==> src/design/lsu_pkg.sv <==
package lsu_pkg;

	// Byte address map of the data port
	localparam logic [31:0] IMEM_LAST   = 32'h0000_7FFF;
	localparam logic [31:0] DRAM_BASE   = 32'h0000_8000;
	localparam logic [31:0] DRAM_LAST   = 32'h0000_8FFF;
	localparam logic [31:0] ROM_BASE    = 32'h0001_0000;
	localparam logic [31:0] ROM_LAST    = 32'h0001_01FF;
	localparam logic [31:0] PERIPH_BASE = 32'h0001_0200;

	localparam int DRAM_WORDS = 1024;
	localparam int DRAM_AW    = 10;

	typedef enum logic [1:0] {
		REG_IMEM,
		REG_DRAM,
		REG_ROM,
		REG_PERIPH
	} lsu_region_e;

	typedef enum logic [1:0] {
		RESP_OKAY,
		RESP_EXOKAY,
		RESP_SLVERR,
		RESP_DECERR
	} axi_resp_e;

	typedef logic [1:0] lsu_size_t; // 01 byte, 10 half, 11 word

	typedef union packed {
		logic [31:0]      word;
		logic [3:0][7:0]  bytes;
	} lsu_word_u;

	typedef struct packed {
		logic        we;
		lsu_region_e region;
		logic [31:0] addr;
		lsu_word_u   wdata; // Already in its byte lane
		logic [3:0]  wstrb;
		lsu_size_t   size;
	} lsu_req_t;

	// Single-beat AXI4 channels
	typedef struct packed {
		logic        valid;
		logic [31:0] addr;
		logic [2:0]  size;
	} axi_aw_t;

	typedef struct packed {
		logic        valid;
		logic [31:0] data;
		logic [3:0]  strb;
		logic        last;
	} axi_w_t;

	typedef struct packed {
		logic      valid;
		axi_resp_e resp;
	} axi_b_t;

	typedef struct packed {
		logic        valid;
		logic [31:0] addr;
		logic [2:0]  size;
	} axi_ar_t;

	typedef struct packed {
		logic        valid;
		logic [31:0] data;
		axi_resp_e   resp;
		logic        last;
	} axi_r_t;

endpackage

==> src/design/lsu_axi_master.sv <==
`timescale 1ns/1ps

module lsu_axi_master import lsu_pkg::*; (
	input  logic      Axi_full,
	input  logic      rst_n_i,
	input  logic      go_i,
	input  lsu_req_t  req_i,
	output axi_aw_t   aw_o,
	input  logic      aw_ready_i,
	output axi_w_t    w_o,
	input  logic      w_ready_i,
	input  axi_b_t    b_i,
	output logic      b_ready_o,
	output axi_ar_t   ar_o,
	input  logic      ar_ready_i,
	input  axi_r_t    r_i,
	output logic      r_ready_o,
	output lsu_word_u rdata_o,
	output axi_resp_e resp_o,
	output logic      done_o
);

	typedef enum logic [1:0] {
		W_IDLE,
		W_ADDR,
		W_DATA,
		W_RESP
	} wr_state_e;

	typedef enum logic [1:0] {
		R_IDLE,
		R_ADDR,
		R_DATA
	} rd_state_e;

	wr_state_e  wr_state;
	rd_state_e  rd_state;
	logic [2:0] ax_size;

	// Size code to AxSIZE, 00 goes out as a word
	always_comb begin
		case (req_i.size)
			2'b01:   ax_size = 3'd0;
			2'b10:   ax_size = 3'd1;
			default: ax_size = 3'd2;
		endcase
	end

	always_ff @(posedge Axi_full) begin
		if (!rst_n_i) begin
			wr_state   <= W_IDLE;
			rd_state   <= R_IDLE;
			aw_o.valid <= 1'b0;
			w_o.valid  <= 1'b0;
			ar_o.valid <= 1'b0;
			b_ready_o  <= 1'b0;
			r_ready_o  <= 1'b0;
			done_o     <= 1'b0;
		end else begin
			done_o <= 1'b0;

			case (wr_state)
				W_IDLE: begin
					if (go_i && req_i.we) begin
						aw_o     <= '{valid: 1'b1, addr: req_i.addr, size: ax_size};
						wr_state <= W_ADDR;
					end
				end
				W_ADDR: begin
					if (aw_ready_i) begin
						aw_o.valid <= 1'b0;
						w_o        <= '{valid: 1'b1, data: req_i.wdata.word,
						                strb: req_i.wstrb, last: 1'b1};
						wr_state   <= W_DATA;
					end
				end
				W_DATA: begin
					if (w_ready_i) begin
						w_o.valid <= 1'b0;
						b_ready_o <= 1'b1;
						wr_state  <= W_RESP;
					end
				end
				W_RESP: begin
					if (b_i.valid) begin
						b_ready_o <= 1'b0;
						resp_o    <= b_i.resp;
						done_o    <= 1'b1;
						wr_state  <= W_IDLE;
					end
				end
				default: wr_state <= W_IDLE;
			endcase

			case (rd_state)
				R_IDLE: begin
					if (go_i && !req_i.we) begin
						ar_o     <= '{valid: 1'b1, addr: req_i.addr, size: ax_size};
						rd_state <= R_ADDR;
					end
				end
				R_ADDR: begin
					if (ar_ready_i) begin
						ar_o.valid <= 1'b0;
						r_ready_o  <= 1'b1;
						rd_state   <= R_DATA;
					end
				end
				R_DATA: begin
					if (r_i.valid && r_i.last) begin // Single beat only
						r_ready_o    <= 1'b0;
						rdata_o.word <= r_i.data;
						resp_o       <= r_i.resp;
						done_o       <= 1'b1;
						rd_state     <= R_IDLE;
					end
				end
				default: rd_state <= R_IDLE;
			endcase
		end
	end

endmodule

==> config.mk <==
export PLATFORM = sky130hd
export DESIGN_NAME = lsu_axi_master
export DESIGN_NICKNAME = d
export VERILOG_FILES = /design/src/design/lsu_pkg.sv /design/src/design/lsu_axi_master.sv
export SDC_FILE = /design/constraint.sdc
export NUM_CORES = 1
export LEC_CHECK = 0
export BUFFER_PORTS_ARGS = -buffer_cell sky130_fd_sc_hd__buf_4
export CAP_MARGIN = 20
export CORE_UTILIZATION = 44
export DETAILED_ROUTE_END_ITERATION = 6
export PLACE_DENSITY = 0.79
export SLEW_MARGIN = 30
export SYNTH_ARGS = -nofsm -noshare
export SYNTH_HDL_FRONTEND = slang
export SYNTH_SLANG_ARGS = --single-unit
==> constraint.sdc <==
create_clock -name Axi_full -period 4.1 [get_ports Axi_full]
set_input_delay 0 -clock Axi_full [delete_from_list [all_inputs] [get_ports Axi_full]]
set_output_delay 0 -clock Axi_full [all_outputs]
set_load 0.02 [all_outputs]
==> results.md <==
| Metric | Reported |
| --- | --- |
| Drt via density | 4.93 |
| Achievable clock frequency | 409 MHz |
| H-tree levels | 4 |
| PostCTS Resize Cnt | 0 |
| Max Slew Vio Count | 0 |
| Clock net sink count | 148 |
| Cell with the largest stage delay on the worst path | dlygate4sd3_1 |
| Total negative slack for setup checks | 0 ns |
| Post CTS Setup Buffer Count | 0 |
| Max Fanout on Critical Path | 4 |
| Buffers and inverters on the worst path | 3 |
| Drt first pass iters | 5 |
| Syn Std Cell Area | 4820 sq um |
| Most frequent CP cell | dlygate4sd3_1 |
| Antenna-violating nets left | 0 |
| First-pass GRT wire length | 24,900 um |
| CTS Buf Count | 17 |
| Number of distinct library cell variants in the gate-level netlist after synthesis | 30 |
| Number of placed I/O pins | 265 |
| RSZ-0062 raised after global routing | no |
| Crit path capture type | flop |
| Vias in the first global route | 3,957 |
| Arrival time at the worst endpoint | 2.85 ns |
| Cells along the critical path | inv_1, ha_1, a21bo_2, a21oi_1, dlygate4sd3_1, o21a_1, dlygate4sd3_1 |
| Count of filler cells inserted in the layout | 475 |
| Initial drt markers | 316 |
| Final setup violation count | 0 |
| Site row count | 37 |
| Power Dens Cells | 462 nW/um^2 |
| Routed via count | 3,782 |
| Critical path's largest stage delay | 0.55 ns |
| Count of flip-flops with a built-in enable after synthesis | 138 |
| Maximum number of pins on one net before global-route repair | 37 |
| Worst Setup Path Type | reg2reg |
| Bufs on Longest Clock Path | 2 |
| DRC violations left | 0 |
| Cell type group with the largest total delay on the critical path | buffers and inverters |
| Worst Hold Class | in2reg |
| Weighted congestion reported at the end of routability-driven placement | 0.806 |
| Fraction of synthesis flops using an asynchronous set or reset pin | 0 |
| CP startpoint kind | flop |
| Placeable core region | 10,500 sq um |
| Cell count after synthesis | 217 |
| Hold-fix buffers at CTS | 120 |
| Dominant synthesized flop cell | edfxtp_1 |
| Status | completed |
| Avg Inst Size Synth | 22.2 sq um |
| Area taken by multi-input logic gates | 443 sq um |
| Largest voltage drop on the vdd net | 0.375 mV |
| Number of port buffers | 259 |
| Synth-to-Final Area Change | 81.9% |
| Area occupied by registers | 4340 sq um |
| Leak pwr | 3.63 nW |
| Global-route congestion overflow total | 0 |
| Proportion of synthesized chip area in sequential cells | 0.901 |
| Highest-count cells in the layout ignoring fill and taps | buf_4 (263), edfxtp_1 (138), dlygate4sd3_1 (120), clkbuf_16 (16), dfxtp_1 (10) |
| Hold slack | 0.115 ns |
| Root buffer selected by CTS | clkbuf_8 |
| Insertion delay to the later sink of the worst-skew pair | 0.52 ns |
| Total half-perimeter wirelength after legalization and detailed placement | 9470 um |
| Final-stage net count | 741 |
| Vertical die dimension | 107 um |
| Ratio of final minimum period to clock period | 0.597 |
| Leading cell type in the layout, fill and taps excluded | buf_4 |
| GRT Overall Usage | 0.319 |
| Die outline width | 107 um |
| Yosys warning total | 0 |
| Clock skew after layout | 0.0183 ns |
| Endpoint required time on the critical path | 4.50 ns |
| Seq cells post-synth | 148 |
| Area of the die | 11,400 sq um |
| Clock period minus final worst setup slack | 2.45 ns |
| Effective utilization at floorplan | 0.461 |
| Number of antenna violations at the first check in global routing | 2 |
| Register clock-pin slew on the reported worst setup and hold paths | 0.06 ns |
| Fraction of layout cells with a size suffix above 1 | 0.477 |
| Hold Violations, Final | 0 |
| Routed WL | 18,200 um |
| TritonCTS clock tree | done |
| Detail-routed net length per standard cell | 23.8 um |
| Number of max-capacitance violations reported | 0 |
-- flip-flops by register name, indices dropped and copies added (netlist names) --
| name | count |
|---|---|
| w_o | 37 |
| resp_o | 2 |
| ar_o | 35 |
| rd_state | 2 |
| wr_state | 2 |
| rdata_o | 32 |
| b_ready_o | 1 |
| r_ready_o | 1 |
| aw_o | 35 |
| done_o | 1 |
-- per-layer routing --
metal	vias up	track usage	share of wire	routed length [um]
met2	253	0.600	0.56	10300
met3	38	0.0912	0.081	1470
met1	1853	0.324	0.32	5890
met4	0	0.144	0.033	609
met5	-	0	0	0
li1	1638	-	-	-
-- worst reg2reg max path: cells and delay by family (launching register included) --
kind            cells  cell delay [ns]
compound gates      3             0.45
flops               1             0.41
fa+ha+maj           1             0.25
buf+inv             3             1.22
-- report_power, final --
part | switching, W | internal (W) | total (W)
Clock | 0.000611 | 0.00104 | 0.00165
Combinational | 0.000288 | 0.000310 | 0.000597
Sequential | 0.0000491 | 0.00175 | 0.00180
-- cells in the mapped netlist (all sizes together), types with 2 or more instances --
cell	n	area, sq um
edfxtp	138	4140
dfxtp	10	200
a21oi	9	45.0
inv	7	26.3
nand2	7	26.3
nor2	7	26.3
ha	6	75.1
buf	3	22.5
mux2i	3	30.0
nor2b	3	31.3
o21a	3	22.5
conb	2	7.51
nand2b	2	12.5
nand3b	2	15.0
or2	2	12.5
-- path summary, 6_finish.rpt --
kind                            slack [ns]                     start  cells after the start                     end
worst max-delay path                  1.65  wr_state[0]$_SDFFE_PN0P_                      7   aw_o[35]$_SDFFE_PN0P_
worst min-delay path                  0.11                    r_i[0]                      3       done_o$_SDFF_PN0_
worst max register to register        1.65  wr_state[0]$_SDFFE_PN0P_                      7   aw_o[35]$_SDFFE_PN0P_
worst min register to register        0.53    r_ready_o$_SDFFE_PN0P_                      2  r_ready_o$_SDFFE_PN0P_
-- cell type report --
cell class                 count  area share
sequential                   148       0.495
timing repair buffer         383       0.362
multi-input combinational     60      0.0505
clock buffer                  20      0.0485
clock inverter                11      0.0210
tap                          136      0.0194
inverter                       7     0.00299
antenna                        2    0.000570
-- kinds of logic after synthesis --
kind of cell | share of synthesized area
AOI/OAI and AO/OA | 0.0259
other | 0.00156
muxes | 0.00856
buffers and inverters | 0.0101
and+or+nand+nor | 0.0374
DFF | 0.901
adders and majority gates | 0.0156
-- per-stage QoR --
| stage | setup WS [ns] | total power [W] | cell area (sq um) | utilization | std cells |
|---|---|---|---|---|---|
| global placement | 2.51 | 0.00226 | 6960 | 0.665 | 614 |
| global route | 1.54 | 0.00416 | 8770 | 0.839 | 767 |
| detailed placement | 2.46 | 0.00228 | 6960 | 0.665 | 614 |
| floorplan | 0.815 | 0.00204 | 4830 | - | 218 |
| finish | 1.65 | 0.00405 | 8770 | 0.839 | 767 |
| CTS | 1.72 | 0.00398 | 8770 | 0.838 | 765 |
Power figures use the tool's default switching activity.
