==> src/design/lsu_pkg.sv <==
package lsu_pkg;

	// Byte address map of the data port
	localparam logic [31:0] IMEM_LAST   = 32'h0000_7FFF;
	localparam logic [31:0] DRAM_BASE   = 32'h0000_8000;
	localparam logic [31:0] DRAM_LAST   = 32'h0000_8FFF;
	localparam logic [31:0] ROM_BASE    = 32'h0001_0000;
	localparam logic [31:0] ROM_LAST    = 32'h0001_01FF;
	localparam logic [31:0] PERIPH_BASE = 32'h0001_0200;

	localparam int DRAM_WORDS = 1024;
	localparam int DRAM_AW    = 10;

	typedef enum logic [1:0] {
		REG_IMEM,
		REG_DRAM,
		REG_ROM,
		REG_PERIPH
	} lsu_region_e;

	typedef enum logic [1:0] {
		RESP_OKAY,
		RESP_EXOKAY,
		RESP_SLVERR,
		RESP_DECERR
	} axi_resp_e;

	typedef logic [1:0] lsu_size_t; // 01 byte, 10 half, 11 word

	typedef union packed {
		logic [31:0]      word;
		logic [3:0][7:0]  bytes;
	} lsu_word_u;

	typedef struct packed {
		logic        we;
		lsu_region_e region;
		logic [31:0] addr;
		lsu_word_u   wdata; // Already in its byte lane
		logic [3:0]  wstrb;
		lsu_size_t   size;
	} lsu_req_t;

	// Single-beat AXI4 channels
	typedef struct packed {
		logic        valid;
		logic [31:0] addr;
		logic [2:0]  size;
	} axi_aw_t;

	typedef struct packed {
		logic        valid;
		logic [31:0] data;
		logic [3:0]  strb;
		logic        last;
	} axi_w_t;

	typedef struct packed {
		logic      valid;
		axi_resp_e resp;
	} axi_b_t;

	typedef struct packed {
		logic        valid;
		logic [31:0] addr;
		logic [2:0]  size;
	} axi_ar_t;

	typedef struct packed {
		logic        valid;
		logic [31:0] data;
		axi_resp_e   resp;
		logic        last;
	} axi_r_t;

endpackage

==> src/design/lsu_resp_format.sv <==
`timescale 1ns/1ps

module lsu_resp_format import lsu_pkg::*; (
	input  logic        Axi_full,
	input  logic        rst_n_i,
	input  lsu_req_t    req_i,
	input  logic        ram_done_i,
	input  logic        axi_done_i,
	input  logic        refuse_i,
	input  lsu_word_u   ram_rdata_i,
	input  lsu_word_u   axi_rdata_i,
	input  axi_resp_e   axi_resp_i,
	output logic        done_o,
	output logic [31:0] rdata_o,
	output axi_resp_e   resp_o
);

	lsu_word_u   src;
	logic [1:0]  off;
	logic [1:0]  off_hi;
	logic [31:0] load_val;

	assign src    = ram_done_i ? ram_rdata_i : axi_rdata_i;
	assign off    = req_i.addr[1:0];
	assign off_hi = off + 2'd1;

	// Lane pick and zero extension
	always_comb begin
		case (req_i.size)
			2'b01:   load_val = {24'h0, src.bytes[off]};
			2'b10:   load_val = {16'h0, src.bytes[off_hi], src.bytes[off]};
			default: load_val = src.word;
		endcase
	end

	always_ff @(posedge Axi_full) begin
		if (!rst_n_i) begin
			done_o  <= 1'b0;
			rdata_o <= '0;
			resp_o  <= RESP_OKAY;
		end else begin
			done_o <= refuse_i | ram_done_i | axi_done_i;
			if (refuse_i) begin
				rdata_o <= '0;
				resp_o  <= RESP_DECERR;
			end else if (ram_done_i || axi_done_i) begin
				resp_o <= ram_done_i ? RESP_OKAY : axi_resp_i;
				if (!req_i.we)
					rdata_o <= load_val; // Stores keep the last load value
			end
		end
	end

endmodule

==> config.mk <==
export PLATFORM = sky130hd
export DESIGN_NAME = lsu_resp_format
export DESIGN_NICKNAME = d
export VERILOG_FILES = /design/src/design/lsu_pkg.sv /design/src/design/lsu_resp_format.sv
export SDC_FILE = /design/constraint.sdc
export NUM_CORES = 1
export LEC_CHECK = 0
export BUFFER_PORTS_ARGS = -buffer_cell sky130_fd_sc_hd__buf_2
export CORE_MARGIN = 4
export CORE_UTILIZATION = 42
export DETAILED_ROUTE_END_ITERATION = 8
export MAX_ROUTING_LAYER = met4
export PLACE_DENSITY = 0.86
export SLEW_MARGIN = 20
export SYNTH_ARGS = -nofsm -noshare
export SYNTH_HDL_FRONTEND = slang
export SYNTH_SLANG_ARGS = --single-unit
==> constraint.sdc <==
create_clock -name Axi_full -period 2.32 [get_ports Axi_full]
set_clock_uncertainty 0.1 [all_clocks]
set_input_delay 0.116 -clock Axi_full [delete_from_list [all_inputs] [get_ports Axi_full]]
set_output_delay 0.116 -clock Axi_full [all_outputs]
set_load 0.03 [all_outputs]
==> results of run 1 <==
-- cell type report --
cell class | count | area (sq um) | area share, %
multi-input combinational | 189 | 1330 | 46.8
inverter | 3 | 11.3 | 0.395
sequential | 35 | 701 | 24.6
clock buffer | 8 | 100 | 3.51
tap | 67 | 83.8 | 2.94
timing repair buffer | 117 | 623 | 21.8
-- layer usage --
metal  part of all wire [%]  wire [um]
met5                      0          0
met4                   0.82         55
met3                    8.2        547
met2                     48       3210
met1                     43       2880
-- power by group through the flow --
stage,logic [mW],clock network [mW],registers (mW)
global placement,0.386,0,0.642
floorplan,0.219,0,0.681
global route,0.440,0.527,0.630
detailed placement,0.396,0,0.642
finish,0.401,0.479,0.629
CTS,0.402,0.492,0.628
-- cell usage in the layout, fill, tap and decap left out, drive strengths merged --
cell type,instances
nor3,1
inv,3
or4b,1
o22ai,16
nor2b,1
o221ai,8
mux2i,18
nand2b,2
o21ba,1
dlygate4sd3,3
a21oi,16
a22oi,16
nand2,8
nor2,36
o21bai,2
ha,2
nand3,8
mux2,24
and2,9
buf,114
o21a,2
clkbuf,8
o31a,1
a221oi,8
and3,8
dfxtp,35
a21o,1
-- cell families after synthesis --
| family | share of synthesized area, % |
|---|---|
| compound gates | 23.3 |
| fa+ha+maj | 1.17 |
| buf+inv | 5.54 |
| flops | 32.7 |
| mux | 21.0 |
| simple gates | 16.3 |
-- final timing paths --
path              slack, ns          end   startpoint  depth (start not counted)
setup reg to reg       0.92    resp_o[1]    resp_o[1]                          4
hold reg to reg        0.35  rdata_o[16]  rdata_o[16]                          2
setup / recovery       0.51   rdata_o[1]     refuse_i                          6
hold / removal         0.07       done_o   axi_done_i                          2
-- flip-flops by register name, summed over array words and instances, names as in the netlist --
| signal | flops |
|---|---|
| rdata_o | 32 |
| resp_o | 2 |
| done_o | 1 |
-- Yosys cell counts (all sizes together) --
| cell type | instances | area, sq um |
|---|---|---|
| a21o | 1 | 7.51 |
| a21oi | 16 | 80.1 |
| a221oi | 8 | 70.1 |
| a22oi | 16 | 120 |
| and2 | 9 | 56.3 |
| and3 | 8 | 50.1 |
| buf | 11 | 60.1 |
| clkbuf | 12 | 47.6 |
| dfxtp | 35 | 701 |
| ha | 2 | 25.0 |
| inv | 3 | 11.3 |
| mux2 | 24 | 270 |
| mux2i | 18 | 180 |
| nand2 | 8 | 30.0 |
| nand2b | 2 | 12.5 |
| nand3 | 8 | 40.0 |
| nor2 | 36 | 135 |
| nor2b | 1 | 6.26 |
| nor3 | 1 | 10.0 |
| o21a | 2 | 15.0 |
| o21ba | 1 | 10.0 |
| o21bai | 2 | 18.8 |
| o221ai | 8 | 70.1 |
| o22ai | 16 | 100 |
| o31a | 1 | 8.76 |
| or4b | 1 | 10.0 |
-- timing repair --
action                                  CTS  global route
endpoints found under the setup margin    0             0
hold endpoints to repair                  3             0
hold buffers                              3             0
buffers inserted                          0             0
-- metrics by stage --
step                      util (%)  total power [mW]  hold WS (ns)  instance area [sq um]
after floorplan                  -             0.900         0.133                   2150
after global placement        56.2              1.03         0.265                   2720
after detailed placement      56.2              1.04         0.272                   2720
after CTS                     58.8              1.52        0.0654                   2850
after global routing          58.8              1.60        0.0706                   2850
final                         58.8              1.51        0.0663                   2850
==> impl_metrics.yaml, run 1 <==
run_status:
  status: "finished, final reports clean"
sta:
  slew_viol_final: 0
  fin_ws_ns: 0.510
  period_share_pct: 78.0
  hold_viol_final: 0
  finalCriticalPeriod_ns: 1.81
  tns_ns: 0
  rsz0062_at_grt: "no"
  maxSlewHeadroom_pct: 55.8
  finalSetupViolations: 0
  fmax_mhz: 553
  worstMarginPinSlew_ns: 0.661
power_and_ir_drop:
  p_sw_share_pct: 29.6
  combPwrFrac_pct: 26.6
  ir_drop_mv: 0.310
  clockPowerShare_pct: 31.7
  p_seq_share_pct: 41.7
  p_leak_nw: 1.33
  p_sw_mw: 0.446
  p_per_area_nw_per_um2: 529
  p_int_mw: 1.06
final_layout:
  final_nets: 497
  diodes: 0
  fillers: 451
  area_growth_syn_to_layout_pct: 32.9
  drive_gt1_share_pct: 42.0
  stdcell_count: 419
worst_setup_path:
  crit_family: "buffers and inverters"
  cp_max_fo: 8
  cp_cell_sequence: "dlygate4sd3_1 > buf_2 > nand2b_1 > nor3_2 > o221ai_1 > o22ai_1"
  crit_required_ns: 2.43
  cp.arrival_ns: 1.92
  end_kind: "register"
  cp_slowest_cell: "dlygate4sd3_1"
  worst_path_largest_cell_delay_ns: 0.54
  startpoint_type: "primary input"
  critical_path_class: "primary input to register"
  crit_buf_inv: 2
grt:
  antenna_found_initial: 0
  grt_pass1_wl_um: 10500
  grt_usage_pct: 21.5
  busiest_layer: "met2"
  met3_usage_pct: 4.85
  grt_pass1_vias: 2222
  grt-ovfl-total: 0
  grt_use_met2_pct: 35.9
  met1_usage_pct: 26.7
  grt_start_max_net_pins: 37
clock_network:
  clkTransAtPathRegs_ns: 0.07
  cts_resized: 0
  clockBufferDepth: 2
  h-tree-depth: 2
  cts_buffers: 5
  cts_tree: "done"
  clockRootBuffer: "clkbuf_8"
  insertion_delay_ns: 0.28
  cts.sinks: 35
route:
  avgViaCountPerCell: 5.46
  wl_um: 6700
  num_vias: 2288
  routedWlPerCell_um: 16.0
  drc: 0
  drtIter0Drc: 152
  antenna_left: 0
  dr.pass1.iters: 4
placement:
  port_buffers: 110
  hpwl_um: 4920
  gp_congestion: 0.857
  dpl.cell_count: 408
  dp_slack_ns: 0.581
run:
  maxCapViolCount: 0
floorplanning:
  die_w_um: 79.5
  start_util_pct: 44.3
  die_h_um: 79.5
  pin_count: 179
  fp-row-count: 25
  core-area_sq_um: 4850
  dieArea_sq_um: 6320
yosys:
  ys_seq_elements: 35
  ys_seq_area_share_pct: 32.7
  ys_warn_count: 0
  synth_cell_type_count: 30
  netlist_instances: 250
  mappedNetlistNets: 396
  synth_area_sq_um: 2150
  syn_area_per_cell_sq_um: 8.58
min_path:
  hold_path.class: "primary input to register"
Power figures use the tool's default switching activity.
==> run 2, diff against run 1 <==
CORE_UTILIZATION = 39   (was 42)
PLACE_DENSITY = 0.81   (was 0.86)
clock period = 1.7 ns   (was 2.32 ns; I/O delays follow)
==> run 2 against run 1 <==
Against the previous run: clock power is 19% higher; non-clock buffer count is 6 higher; count of clock-buffer cells in the layout is 1 lower; setup slack worse by 0.44 ns; global-route usage is 1.0 points lower; via count is 4.1% higher; worst hold slack worse by 0.036 ns; sequential share of layout area is 0.51 points lower; core utilization is 2.9 points lower; critical path type unchanged; largest power group unchanged; highest routed layer unchanged.
==> impl_metrics.yaml, run 2 (synthesis gave the netlist of run 1 again) <==
final_layout:
  final_nets: 503
  largest-register: "rdata_o"
  fin_area_sq_um: 2910
  reg_top3: "rdata_o: 32 flops, resp_o: 2 flops, done_o: 1 flops"
  fillers: 524
  area_growth_syn_to_layout_pct: 35.7
  final_common_cell: "buf_2"
  drive_gt1_share_pct: 43.3
  final_cell_mix: "110 x buf_2, 36 x nor2_1, 35 x dfxtp_1, 24 x mux2_2, 18 x mux2i_1"
  diodes: 0
  largest_reg_flops: 32
sta:
  finalSetupViolations: 0
  worstMarginPinSlew_ns: 0.703
  fin_ws_ns: 0.0727
  hold_viol_final: 0
  slew_viol_final: 0
  finalCriticalPeriod_ns: 1.63
  period_share_pct: 95.7
  tns_ns: 0
  maxSlewHeadroom_pct: 53.0
  rsz0062_at_grt: "no"
  fmax_mhz: 615
worst_setup_path:
  end_kind: "register"
  startpoint_type: "primary input"
  cp.arrival_ns: 1.73
  cp_cell_sequence: "dlygate4sd3_1 > buf_2 > nand2b_4 > or4b_1 > buf_6 > o22ai_1"
  cp_max_fo: 8
  critical_path_class: "primary input to register"
  crit_family: "buffers and inverters"
  crit_buf_inv: 3
  crit_required_ns: 1.80
  worst_path_largest_cell_delay_ns: 0.53
  cp_slowest_cell: "dlygate4sd3_1"
run:
  maxCapViolCount: 0
min_path:
  hold_path.class: "primary input to register"
clock_network:
  cts_buffers: 5
  h-tree-depth: 2
  cts_tree: "done"
  clkTransAtPathRegs_ns: 0.06
  insertion_delay_ns: 0.28
  clockBufferDepth: 2
  cts_setup_buffers: 0
  clockRootBuffer: "clkbuf_8"
  cts.sinks: 35
power_and_ir_drop:
  combPwrFrac_pct: 28.6
  p_leak_nw: 1.37
  p_int_mw: 1.38
  p_seq_share_pct: 42.9
  ir_drop_mv: 0.399
  p_per_area_nw_per_um2: 687
  clockPowerShare_pct: 28.5
  p_sw_mw: 0.620
  p_sw_share_pct: 31.0
placement:
  dp_slack_ns: 0.0784
  post_dp_cell_area_sq_um: 2780
  gp_congestion: 0.889
  port_buffers: 110
  hpwl_um: 5050
route:
  wl_um: 7000
  avgViaCountPerCell: 5.56
  num_vias: 2381
  antenna_left: 0
  drtIter0Drc: 247
  routedWlPerCell_um: 16.3
  drc: 0
  dr.pass1.iters: 6
floorplanning:
  dieArea_sq_um: 6750
  pin_count: 179
  die_h_um: 82.2
  fp-row-count: 26
  start_util_pct: 41.2
  die_w_um: 82.2
  core-area_sq_um: 5200
run_status:
  status: "finished, final reports clean"
grt:
  grt_start_max_net_pins: 50
  grt_usage_pct: 20.5
  grt_pass1_wl_um: 10200
  antenna_found_initial: 0
  grt_pass1_vias: 2180
  grt-ovfl-total: 0
## run 2: cell types whose count changed in the layout (fill, tap and decap cells not counted), sizes merged
cell / before / now
buf: 114 / 120
clkbuf: 8 / 7
clkinv: 0 / 1
## run 2: worst paths after layout
kind	from	end	slack, ns	cells past startpoint
max	refuse_i	rdata_o[9]	0.07	6
min	axi_done_i	done_o	0.03	2
max reg2reg	resp_o[0]	resp_o[0]	0.29	4
min reg2reg	rdata_o[22]	rdata_o[22]	0.35	2
## run 2: routing by layer
layer / track usage (%) / vias to the layer above / part of all wire (%)
li1: - / 1140 / -
met1: 23.9 / 1063 / 41
met5: - / - / 0
met3: 4.01 / 25 / 9.6
met2: 34.9 / 153 / 47
met4: 7.48 / 0 / 2.7
## run 2: through the flow
stage                     util (%)  cells  hold slack, ns  total power [mW]
final                         56.0    428          0.0307              2.00
after global routing          56.0    428          0.0321              2.11
after CTS                     55.6    428          0.0306              2.02
after detailed placement      53.5    417           0.237              1.43
after global placement        53.5    417           0.231              1.42
after floorplan                  -    250           0.102              1.23
## run 2: power groups by stage
stage	Sequential, mW	Clock, mW	Combinational, mW
floorplan	0.929	0	0.298
global placement	0.876	0	0.543
detailed placement	0.877	0	0.556
CTS	0.858	0.593	0.565
global route	0.861	0.636	0.616
finish	0.859	0.572	0.572
## run 2: layout make-up
class                      instances  area (sq um)  area share (%)
timing repair buffer             123           684            23.5
tap                               70          87.6            3.01
multi-input combinational        189          1350            46.3
sequential                        35           701            24.1
inverter                           3          11.3           0.387
clock inverter                     1          5.00           0.172
clock buffer                       7          76.3            2.62
## run 2: what timing repair did
action | in CTS | in global routing
gates resized for setup | 0 | 3
hold buffers | 3 | 0
endpoints found under the setup margin | 0 | 6
endpoints found under the hold margin | 3 | 0
