[config.mk]
export PLATFORM = sky130hd
export DESIGN_NAME = lsu_req_decode
export DESIGN_NICKNAME = d
export VERILOG_FILES = /design/src/design/lsu_pkg.sv /design/src/design/lsu_req_decode.sv
export SDC_FILE = /design/constraint.sdc
export NUM_CORES = 1
export LEC_CHECK = 0
export ABC_AREA = 1
export BUFFER_PORTS_ARGS = -buffer_cell sky130_fd_sc_hd__buf_4
export CAP_MARGIN = 30
export CORE_AREA = 5 5 84 86
export CTS_BUF_LIST = sky130_fd_sc_hd__clkbuf_4 sky130_fd_sc_hd__clkbuf_8
export DETAILED_ROUTE_END_ITERATION = 8
export DIE_AREA = 0 0 89 91
export HOLD_SLACK_MARGIN = 0.12
export PLACE_DENSITY = 0.87
export SKIP_CTS_REPAIR_TIMING = 1
export SLEW_MARGIN = 40
export SYNTH_ARGS = -nofsm -noshare
export SYNTH_HDL_FRONTEND = slang
export SYNTH_SLANG_ARGS = --single-unit
[constraint.sdc]
create_clock -name Axi_full -period 9.5 [get_ports Axi_full]
set_input_delay 1.425 -clock Axi_full [delete_from_list [all_inputs] [get_ports Axi_full]]
set_output_delay 1.425 -clock Axi_full [all_outputs]
set_load 0.02 [all_outputs]
[src/design/lsu_pkg.sv]
package lsu_pkg;

	// Byte address map of the data port
	localparam logic [31:0] IMEM_LAST   = 32'h0000_7FFF;
	localparam logic [31:0] DRAM_BASE   = 32'h0000_8000;
	localparam logic [31:0] DRAM_LAST   = 32'h0000_8FFF;
	localparam logic [31:0] ROM_BASE    = 32'h0001_0000;
	localparam logic [31:0] ROM_LAST    = 32'h0001_01FF;
	localparam logic [31:0] PERIPH_BASE = 32'h0001_0200;

	localparam int DRAM_WORDS = 1024;
	localparam int DRAM_AW    = 10;

	typedef enum logic [1:0] {
		REG_IMEM,
		REG_DRAM,
		REG_ROM,
		REG_PERIPH
	} lsu_region_e;

	typedef enum logic [1:0] {
		RESP_OKAY,
		RESP_EXOKAY,
		RESP_SLVERR,
		RESP_DECERR
	} axi_resp_e;

	typedef logic [1:0] lsu_size_t; // 01 byte, 10 half, 11 word

	typedef union packed {
		logic [31:0]      word;
		logic [3:0][7:0]  bytes;
	} lsu_word_u;

	typedef struct packed {
		logic        we;
		lsu_region_e region;
		logic [31:0] addr;
		lsu_word_u   wdata; // Already in its byte lane
		logic [3:0]  wstrb;
		lsu_size_t   size;
	} lsu_req_t;

	// Single-beat AXI4 channels
	typedef struct packed {
		logic        valid;
		logic [31:0] addr;
		logic [2:0]  size;
	} axi_aw_t;

	typedef struct packed {
		logic        valid;
		logic [31:0] data;
		logic [3:0]  strb;
		logic        last;
	} axi_w_t;

	typedef struct packed {
		logic      valid;
		axi_resp_e resp;
	} axi_b_t;

	typedef struct packed {
		logic        valid;
		logic [31:0] addr;
		logic [2:0]  size;
	} axi_ar_t;

	typedef struct packed {
		logic        valid;
		logic [31:0] data;
		axi_resp_e   resp;
		logic        last;
	} axi_r_t;

endpackage

[src/design/lsu_req_decode.sv]
`timescale 1ns/1ps

module lsu_req_decode import lsu_pkg::*; (
	input  logic        Axi_full,
	input  logic        rst_n_i,
	input  logic        wr_i,
	input  logic        rd_i,
	input  logic [31:0] addr_i,
	input  logic [31:0] wdata_i,
	input  lsu_size_t   size_i,
	input  logic        done_i,
	output logic        busy_o,
	output lsu_req_t    req_o,
	output logic        dram_go_o,
	output logic        axi_go_o,
	output logic        refuse_go_o
);

	logic        accept;
	logic [1:0]  off;
	lsu_region_e region;
	logic [3:0]  base_strb;

	assign accept = (wr_i | rd_i) & ~busy_o;
	assign off    = addr_i[1:0];

	always_comb begin
		if (addr_i <= IMEM_LAST)
			region = REG_IMEM;
		else if (addr_i >= DRAM_BASE && addr_i <= DRAM_LAST)
			region = REG_DRAM;
		else if (addr_i >= ROM_BASE && addr_i <= ROM_LAST)
			region = REG_ROM;
		else if (addr_i >= PERIPH_BASE)
			region = REG_PERIPH;
		else
			region = REG_IMEM; // Unmapped holes are refused too

		case (size_i)
			2'b01:   base_strb = 4'b0001;
			2'b10:   base_strb = 4'b0011;
			2'b11:   base_strb = 4'b1111;
			default: base_strb = 4'b0000; // Size 00 store writes nothing
		endcase
	end

	// Request payload, held until the next accepted strobe
	always_ff @(posedge Axi_full) begin
		if (accept) begin
			req_o.we         <= wr_i; // Store wins over load
			req_o.region     <= region;
			req_o.addr       <= addr_i;
			req_o.wdata.word <= wdata_i << {off, 3'b000};
			req_o.wstrb      <= wr_i ? base_strb << off : 4'b0000;
			req_o.size       <= size_i;
		end
	end

	always_ff @(posedge Axi_full) begin
		if (!rst_n_i) begin
			busy_o      <= 1'b0;
			dram_go_o   <= 1'b0;
			axi_go_o    <= 1'b0;
			refuse_go_o <= 1'b0;
		end else begin
			dram_go_o   <= accept && region == REG_DRAM;
			axi_go_o    <= accept && region == REG_PERIPH;
			refuse_go_o <= accept && (region == REG_IMEM || region == REG_ROM);
			if (accept)
				busy_o <= 1'b1;
			else if (done_i)
				busy_o <= 1'b0;
		end
	end

endmodule

==> metrics.yaml, run 1 <==
logic_synthesis:
  ys_top_cells_by_area: "edfxtp_1, nor2_1, nand2_1"
  avgSynthCellArea_um2: 12.6
  yosysWarnings: 0
  yosys_register_bits: 77
  syn_area_um2: 3040
  synthesis.nets: 312
  yosysSeqAreaShare_pct: 74.8
  synth_top_area_cell: "edfxtp_1"
  synthDominantCellAreaShare_pct: 72.2
  syn-instance-count: 241
  ys_types: 24
power_and_ir_drop:
  leakage_uw: 0.00195
  ir_drop_mv: 0.117
  power_density_nw_per_um2: 192
  power_uw: 851
clock_network:
  cts_tree: "yes"
  worstSkewPairLatency_ns: 0.33
  cts-root-buf: "clkbuf_8"
  cts.htree.levels: 3
  clockBufferDepth: 2
  cts_buffers: 9
  cts.sinks: 77
  cts.clk_slew.worst_paths_ns: 0.08
critical_path:
  cp_num_buf_inv: 1
  cp_data_arrival_time_ns: 0.90
  crit_family: "flip-flops"
  worstSetupPathType: "reg2out"
  crit_chain: "buf_4"
  cp-start-kind: "flip-flop"
  cpPeakStageDelay_ns: 0.40
  cp_data_required_time_ns: 8.08
  cp_slowest_cell: "dfxtp_1"
  cp_max_fo: 3
  endpoint_kind: "output pin"
detailed_routing:
  drt-initial-drc-count: 168
  wl_um: 8050
  vias: 2419
  dr.pass1.iters: 5
  via_per_inst: 5.11
  ant_nets: 0
  wl_per_cell_um: 17.0
  drc: 0
place:
  pre_cts_slack_ns: 6.60
  dp_hpwl_um: 5800
  port-buffer-count: 147
  gp_congestion: 0.867
sta:
  grt_setup_unrepaired: "no"
  fmax_mhz: 429
  min_period_ns: 2.33
  setup_ws_ns: 7.17
  hold_violations: 0
  fin_crit_sh_pct: 24.5
  fin_skew_ns: 0.00789
  worst_slew_pin_slew_ns: 0.679
  setup_tns_ns: 0
  slew_viol_final: 0
  setup_viol: 0
  slew_headroom_pct: 54.7
global_route:
  grt_usage_pct: 19.5
  grt_pass1_wl_um: 12000
  grt_pass1_vias: 2409
  grt_overflow: 0
  top_usage_layer: "met2"
  antenna_found_initial: 0
  met2_usage_pct: 33.7
  grt_max_degree: 75
  gr-usage-met1_pct: 24.1
  grt_use_met3_pct: 2.44
cells_and_area:
  diodes: 0
  nets: 462
  drive_gt1_share_pct: 44.4
  num-fill-cells: 454
  area_growth_pct: 45.9
  multi_input_area_um2: 637
  seq_area_um2: 2270
floorplanning:
  die_x_um: 89
  fp.dieH_um: 91
  ios: 148
  start_util_pct: 48.9
  fp.coreArea_um2: 6200
  rows: 29
  die_area_um2: 8100
status:
  outcome: "complete, no violations"
flow_run:
  maxCapViolations: 0
hold_path:
  hp-class: "reg2reg"
==> layer usage <==
layer / routed length, um / share of wire [%]
met1: 2920 / 36
met4: 193 / 2.4
met2: 4290 / 53
met3: 644 / 8.0
met5: 0 / 0
==> final cells by class <==
class,count,share of cell area [%]
clock buffer,12,3.44
clock inverter,4,1.64
inverter,23,1.95
multi-input combinational,132,14.4
sequential,77,51.3
tap,77,2.17
timing repair buffer,148,25.2
==> synth_stat cells <==
library cell and instances:
o21ai_0 8, edfxtp_1 73, o21bai_1 1, buf_4 2, inv_2 2, o21ai_1 8
inv_1 21, nor2_4 1, nand3_2 1, nand3_1 3, nor2_1 46, o32ai_1 4
nand2_2 3, nand2_1 27, o22ai_1 3, nand3b_1 1, nor3_1 1, a21oi_1 14
clkbuf_1 1, buf_2 6, a22oi_1 6, nor2_2 4, dfxtp_1 4, or2_1 1
==> through the flow <==
stage                     hold slack, ns  instance area (um2)  instances  util, %
final                              0.523                 4430        473     71.4
after global routing               0.547                 4430        473     71.4
after CTS                          0.528                 4430        473     71.4
after detailed placement           0.514                 4200        457     67.7
after global placement             0.521                 4200        457     67.7
after floorplan                    0.557                 3040        241        -
==> kinds of logic after synthesis <==
group / Yosys count / synth area share, %
buffers and inverters: 32 / 4.45
AO/OA/AOI/OAI: 44 / 8.45
flip-flops: 77 / 74.8
AND/OR/NAND/NOR: 88 / 12.3
==> worst paths after layout <==
kind                from        end  slack [ns]  depth (start not counted)
setup / recovery  busy_o     busy_o        7.17                          1
hold / removal    busy_o     busy_o        0.52                          2
setup reg to reg  busy_o  dram_go_o        8.05                          6
hold reg to reg   busy_o     busy_o        0.52                          2
==> sequential cells by signal, indices dropped and copies added (netlist names) <==
signal and count:
refuse_go_o 1, axi_go_o 1, req_o 73, dram_go_o 1, busy_o 1
==> tightest hold or removal path, cell delays in order, from the launching register on <==
cell and delay [ns]:
dfxtp_1 0.35, nand3b_1 0.09, nand2_1 0.04
==> power breakdown <==
group | switching [uW] | internal (uW) | leakage [uW]
Sequential | 9.83 | 411 | 0.000752
Clock | 113 | 161 | 0.000113
Combinational | 91.4 | 64.5 | 0.00108
==> placed cells by master, fill, tap and decap left out <==
cell / n
nor2_1: 45
nor2_4: 2
o22ai_1: 3
inv_2: 2
buf_6: 1
bufinv_16: 2
o21ai_0: 8
buf_4: 147
nor2_2: 4
clkbuf_8: 10
nand3_1: 3
nand2_2: 3
clkinv_2: 1
or2_1: 1
a21oi_1: 14
nor3_1: 1
nand2_1: 27
nand3b_1: 1
inv_1: 21
clkbuf_4: 2
clkinvlp_4: 1
dfxtp_1: 4
edfxtp_1: 73
a22oi_1: 6
o21ai_1: 8
o32ai_1: 4
o21bai_1: 1
nand3_2: 1
No activity file was read; power rests on OpenSTA's default activity.
==> run 2: changes to the inputs <==
--- a/config.mk
+++ b/config.mk
@@ -8,12 +8,12 @@
 export ABC_AREA = 1
 export BUFFER_PORTS_ARGS = -buffer_cell sky130_fd_sc_hd__buf_4
 export CAP_MARGIN = 30
-export CORE_AREA = 5 5 84 86
+export CORE_AREA = 5 5 91 93
 export CTS_BUF_LIST = sky130_fd_sc_hd__clkbuf_4 sky130_fd_sc_hd__clkbuf_8
 export DETAILED_ROUTE_END_ITERATION = 8
-export DIE_AREA = 0 0 89 91
+export DIE_AREA = 0 0 96 98
 export HOLD_SLACK_MARGIN = 0.12
-export PLACE_DENSITY = 0.87
+export PLACE_DENSITY = 0.78
 export SKIP_CTS_REPAIR_TIMING = 1
 export SLEW_MARGIN = 40
 export SYNTH_ARGS = -nofsm -noshare
==> constraint.sdc (replaced) <==
create_clock -name Axi_full -period 2.1 [get_ports Axi_full]
set_input_delay 0.315 -clock Axi_full [delete_from_list [all_inputs] [get_ports Axi_full]]
set_output_delay 0.315 -clock Axi_full [all_outputs]
set_load 0.02 [all_outputs]
==> run 2 against run 1 <==
Clock skew increased by 0.00094 ns; first-iteration DRC count decreased by 53%; worst setup slack got worse by 6.5 ns; die area increased by 16%; global-route usage decreased by 2.9 points; utilization decreased by 12 points; sequential cell count unchanged; critical path depth increased by 1.
==> metrics.yaml, run 2 (synthesis results as in run 1) <==
critical_path:
  r2r_end: "req_o[62]"
  worstSetupStartpoint: "busy_o"
  timing.rr.start: "busy_o"
  endpoint_kind: "flip-flop"
  worstSetupPathType: "reg2reg"
  cp_slowest_cell: "nor2_4"
  crit_chain: "nor2_4 -> buf_4"
  ff2ff_path_depth: 2  # -4
  cp-start-kind: "flip-flop"
  cp_data_arrival_time_ns: 1.44  # +0.54 ns
  r2r_setup_slack_ns: 0.68  # -7.37 ns
  cpPeakStageDelay_ns: 0.39  # about the same
  cp_max_fo: 20  # +17
  critical_path.endpoint: "req_o[62]"
  cp_data_required_time_ns: 2.12  # -5.96 ns
detailed_routing:
  via_per_inst: 4.66  # -8.8%
  vias: 2327  # -3.8%
  ant_nets: 0  # unchanged
  wl_um: 7650  # -4.9%
  drc: 0  # unchanged
  drt-initial-drc-count: 79  # -53%
  dr.pass1.iters: 4  # -1
  wl_per_cell_um: 15.3  # -9.9%
cells_and_area:
  postLayoutCellArea_um2: 4430  # about the same
  area_growth_pct: 45.8  # about the same
  max_flop_register: "req_o"
  final_common_cell: "buf_4"
  drive_gt1_share_pct: 44.6  # +0.14 points
  final_util_pct: 59.5  # -12 points
  largest_reg_flops: 73  # unchanged
  nets: 463  # +0.22%
  diodes: 0  # unchanged
  final_cell_mix: "buf_4, edfxtp_1, nor2_1"
power_and_ir_drop:
  p_int_uw: 2620  # +310%
  power_frac_clock_pct: 27.4  # -4.8 points
  switching_share_pct: 27.2  # +2.0 points
  leakage_uw: 0.00193  # -0.76%
  ir_drop_mv: 0.382  # +230%
  power_density_nw_per_um2: 811  # +320%
  power_frac_seq_pct: 53.0  # +3.5 points
  combPwrFrac_pct: 19.7  # +1.4 points
  switchingPower_uw: 975  # +350%
place:
  port-buffer-count: 147  # unchanged
  placed_area_um2: 4250  # +1.2%
  dp_hpwl_um: 5870  # +1.3%
  gp_congestion: 0.877  # +1.1%
global_route:
  grt_max_degree: 42  # -44%
  antenna_found_initial: 0  # unchanged
  grt_overflow: 0  # unchanged
  grt_pass1_wl_um: 11900  # -1.2%
  grt_usage_pct: 16.6  # -2.9 points
  grt_pass1_vias: 2391  # -0.75%
sta:
  fmax_mhz: 703
  setup_viol: 0  # unchanged
  fin_skew_ns: 0.00884  # +0.000945 ns
  grt_setup_unrepaired: "no"
  slew_headroom_pct: 70.1  # +15 points
  slew_viol_final: 0  # unchanged
  min_period_ns: 1.42
  hold_violations: 0  # unchanged
  setup_tns_ns: 0  # unchanged
  worst_slew_pin_slew_ns: 0.448  # -0.231 ns
  fin_crit_sh_pct: 67.8
floorplanning:
  rows: 32  # +10%
  die_x_um: 96  # +7.9%
  ios: 148  # unchanged
  fp.dieH_um: 98  # +7.7%
  die_area_um2: 9410  # +16%
  fp.coreArea_um2: 7450  # +20%
  start_util_pct: 40.8  # -8.2 points
clock_network:
  cts.sinks: 77  # unchanged
  cts_buffers: 9  # unchanged
  cts.clk_slew.worst_paths_ns: 0.08  # about the same
  cts-root-buf: "clkbuf_8"
  clockBufferDepth: 2  # unchanged
  worstSkewPairLatency_ns: 0.34  # about the same
  cts.htree.levels: 3  # unchanged
  cts_tree: "yes"
status:
  outcome: "complete, no violations"
flow_run:
  maxCapViolations: 0  # unchanged
hold_path:
  hp-class: "in2reg"
==> run 2: final cells by class <==
class,instances,area [um2]
Tap cell,102,128
Sequential cell,77,2270
Multi-Input combinational cell,132,637
Fill cell,645,3020
Clock buffer,11,139
Clock inverter,5,35.0
Timing Repair Buffer,149,1130
Inverter,23,86.3
==> run 2: critical path: cells and delay by family (launching register included) <==
| kind | cells | cell delay, ns |
|---|---|---|
| flops | 1 | 0.35 |
| buf+inv | 1 | 0.36 |
| simple gates | 1 | 0.39 |
==> run 2: how the worst min path moves through the flow <==
stage / end / slack (ns) / cells past startpoint / from
2_1_floorplan: req_o[0] / 0.41 / 0 / size_i[0]
3_3_place_gp: req_o[43] / 0.49 / 1 / addr_i[5]
3_5_place_dp: req_o[45] / 0.50 / 1 / addr_i[7]
4_1_cts: req_o[45] / 0.14 / 1 / addr_i[7]
5_1_grt: req_o[43] / 0.13 / 1 / addr_i[5]
6_report: req_o[45] / 0.15 / 1 / addr_i[7]
==> run 2: per-layer routing <==
metal	part of all wire, %	vias up	wire (um)	track usage (%)
met4	3.2	0	244	8.42
met5	0	-	0	0
met2	54	76	4140	28.0
li1	-	1143	-	-
met1	37	1088	2840	19.7
met3	5.4	20	416	3.47
==> run 2: power by group through the flow <==
stage,Clock (uW),Combinational (uW),Sequential (uW)
global placement,0,703,1930
global route,1080,758,1920
finish,982,706,1900
CTS,1010,715,1910
detailed placement,0,715,1940
floorplan,0,155,2120
==> run 2: stage by stage <==
stage                     setup slack [ns]  hold slack (ns)  std cells  total power (uW)
after global placement               0.587            0.494        483              2640
after detailed placement             0.543            0.495        483              2650
after floorplan                     0.0489            0.414        241              2270
after global routing                 0.614            0.126        499              3760
final                                0.677            0.151        499              3590
after CTS                            0.656            0.135        499              3630
==> run 3: changes to the inputs <==
==> constraint.sdc (replaced) <==
create_clock -name Axi_full -period 1.18 [get_ports Axi_full]
set_input_delay 0.177 -clock Axi_full [delete_from_list [all_inputs] [get_ports Axi_full]]
set_output_delay 0.177 -clock Axi_full [all_outputs]
set_load 0.02 [all_outputs]
==> run 3 against run 2 <==
Clock skew rose by 0.0023 ns; combinational power rose by 100%; sequential share of layout area fell by 5.3 points; sequential cell count did not move; first-iteration DRC count rose by 58%; fmax rose by 26%; via count rose by 9.7%; critical path depth rose by 1; clock power rose by 96%.
==> metrics.yaml, run 3 (synthesis results as in run 1) <==
global_route:
  grt_max_degree: 26  # -38%
  antenna_found_initial: 0  # unchanged
  grt_overflow: 0  # unchanged
  grt_pass1_wl_um: 11900  # -0.17%
  grt_pass1_vias: 2466  # +3.1%
  grt_usage_pct: 16.6  # about the same
clock_network:
  cts_buffers: 9  # unchanged
  worstSkewPairLatency_ns: 0.34  # about the same
  clockBufferDepth: 2  # unchanged
  cts_tree: "yes"
  cts.sinks: 77  # unchanged
  cts-root-buf: "clkbuf_8"
  cts.htree.levels: 3  # unchanged
  cts.clk_slew.worst_paths_ns: 0.07  # about the same
sta:
  fmax_mhz: 888  # +26%
  setup_viol: 0  # unchanged
  slew_viol_final: 0  # unchanged
  grt_setup_unrepaired: "no"
  setup_tns_ns: 0  # unchanged
  hold_violations: 0  # unchanged
  worst_slew_pin_slew_ns: 0.291  # -0.157 ns
  slew_headroom_pct: 80.4  # +10 points
  fin_crit_sh_pct: 95.4  # +28 points
  fin_skew_ns: 0.0112  # +0.00234 ns
  min_period_ns: 1.13  # -0.298 ns
status:
  outcome: "complete, no violations"
cells_and_area:
  largest_reg_flops: 73  # unchanged
  drive_gt1_share_pct: 42.8  # -1.8 points
  seq_area_um2: 2280  # +0.17%
  final_cell_mix: "buf_4, edfxtp_1, nor2_1"
  final_common_cell: "buf_4"
  multi_input_area_um2: 637  # unchanged
  postLayoutCellArea_um2: 4950  # +12%
  max_flop_register: "req_o"
  area_growth_pct: 63.0
  nets: 510  # +10%
  diodes: 0  # unchanged
  num-fill-cells: 573  # -11%
detailed_routing:
  wl_um: 8430  # +10%
  drt-initial-drc-count: 125  # +58%
  dr.pass1.iters: 4  # unchanged
  ant_nets: 0  # unchanged
  drc: 0  # unchanged
  wl_per_cell_um: 15.4  # +0.77%
  vias: 2552  # +9.7%
  via_per_inst: 4.67  # +0.23%
power_and_ir_drop:
  power_density_nw_per_um2: 1360  # +68%
  power_frac_seq_pct: 50.2  # -2.8 points
  power_frac_clock_pct: 28.4  # +1.0 points
  p_int_uw: 5000  # +91%
  ir_drop_mv: 0.663  # +74%
  switchingPower_uw: 1750  # +80%
  power_uw: 6750  # +88%
  combPwrFrac_pct: 21.4  # +1.7 points
  leakage_uw: 0.00217  # +12%
  switching_share_pct: 26.0  # -1.2 points
place:
  placed_area_um2: 4400  # +3.4%
  dp_hpwl_um: 6010  # +2.4%
  port-buffer-count: 147  # unchanged
  gp_congestion: 0.851  # -3.0%
floorplanning:
  start_util_pct: 40.8  # unchanged
  fp.dieH_um: 98  # unchanged
  ios: 148  # unchanged
  die_area_um2: 9410  # unchanged
  die_x_um: 96  # unchanged
  fp.coreArea_um2: 7450  # unchanged
  rows: 32  # unchanged
critical_path:
  cpPeakStageDelay_ns: 0.36  # -0.03 ns
  cp_data_arrival_time_ns: 1.16  # -0.28 ns
  cp-start-kind: "flip-flop"
  cp_max_fo: 25  # +25%
  crit_chain: "nor2_4 -> buf_12 -> buf_12"
  crit_top_cell: "buf_12"
  worstSetupPathType: "reg2reg"
  cp_slowest_cell: "dfxtp_4"
  crit_family: "flip-flops"
  endpoint_kind: "flip-flop"
  cp_data_required_time_ns: 1.22  # -0.90 ns
  cp_num_buf_inv: 2  # +1
hold_path:
  hp-class: "in2reg"
flow_run:
  maxCapViolations: 0  # unchanged
[run 3: cell count changes in the layout (fill, tap and decap cells not counted)]
cell and change:
dfxtp_4 +1, clkinv_4 -1, buf_12 +5, dfxtp_1 -1
buf_4 +8, clkinv_1 +1, dlygate4sd3_1 +34, inv_6 -1
bufinv_16 +1
[run 3: worst register-to-register path, cell delays in order (launching register included)]
cell and delay, ns:
dfxtp_4 0.36, nor2_4 0.14, buf_12 0.14, buf_12 0.18
[run 3: power by group through the flow]
stage	Sequential [uW]	Clock [uW]	Combinational, uW
after global placement	3440	0	1320
after detailed placement	3450	0	1340
final	3390	1920	1440
after global routing	3410	2090	1550
after CTS	3390	1950	1350
after floorplan	3770	0	274
[run 3: final cells by class]
type / count / area share [%]
Clock inverter: 5 / 1.04
Tap cell: 102 / 2.58
Clock buffer: 11 / 2.81
Timing Repair Buffer: 196 / 33.0
Multi-Input combinational cell: 132 / 12.9
Inverter: 23 / 1.74
Sequential cell: 77 / 46.0
[run 3: per-layer routing]
metal  vias to the layer above  global-route usage (%)  wire, um
met3                         6                    5.24       687
met1                      1192                    20.2      3290
met4                         0                    6.46       107
met2                       113                    27.3      4350
li1                       1241                       -         -
met5                         -                       0         0
[run 3: through the flow]
step / setup WS (ns) / hold slack, ns / utilization (%) / instances
2_1_floorplan: -0.777 / 0.276 / - / 241
4_1_cts: 0.00168 / 0.00730 / 61.6 / 511
3_5_place_dp: 0.0172 / 0.356 / 59.1 / 495
3_3_place_gp: 0.0282 / 0.356 / 59.1 / 495
6_report: 0.0544 / 0.138 / 66.4 / 546
5_1_grt: 0.0172 / 0.130 / 66.4 / 546
[run 3: worst paths after layout]
| check | slack, ns | from | to | cells after the start |
|---|---|---|---|---|
| setup / recovery | 0.05 | busy_o | req_o[44] | 3 |
| hold / removal | 0.14 | wr_i | req_o[72] | 2 |
| hold reg to reg | 0.53 | busy_o | busy_o | 2 |
| setup reg to reg | 0.05 | busy_o | req_o[44] | 3 |
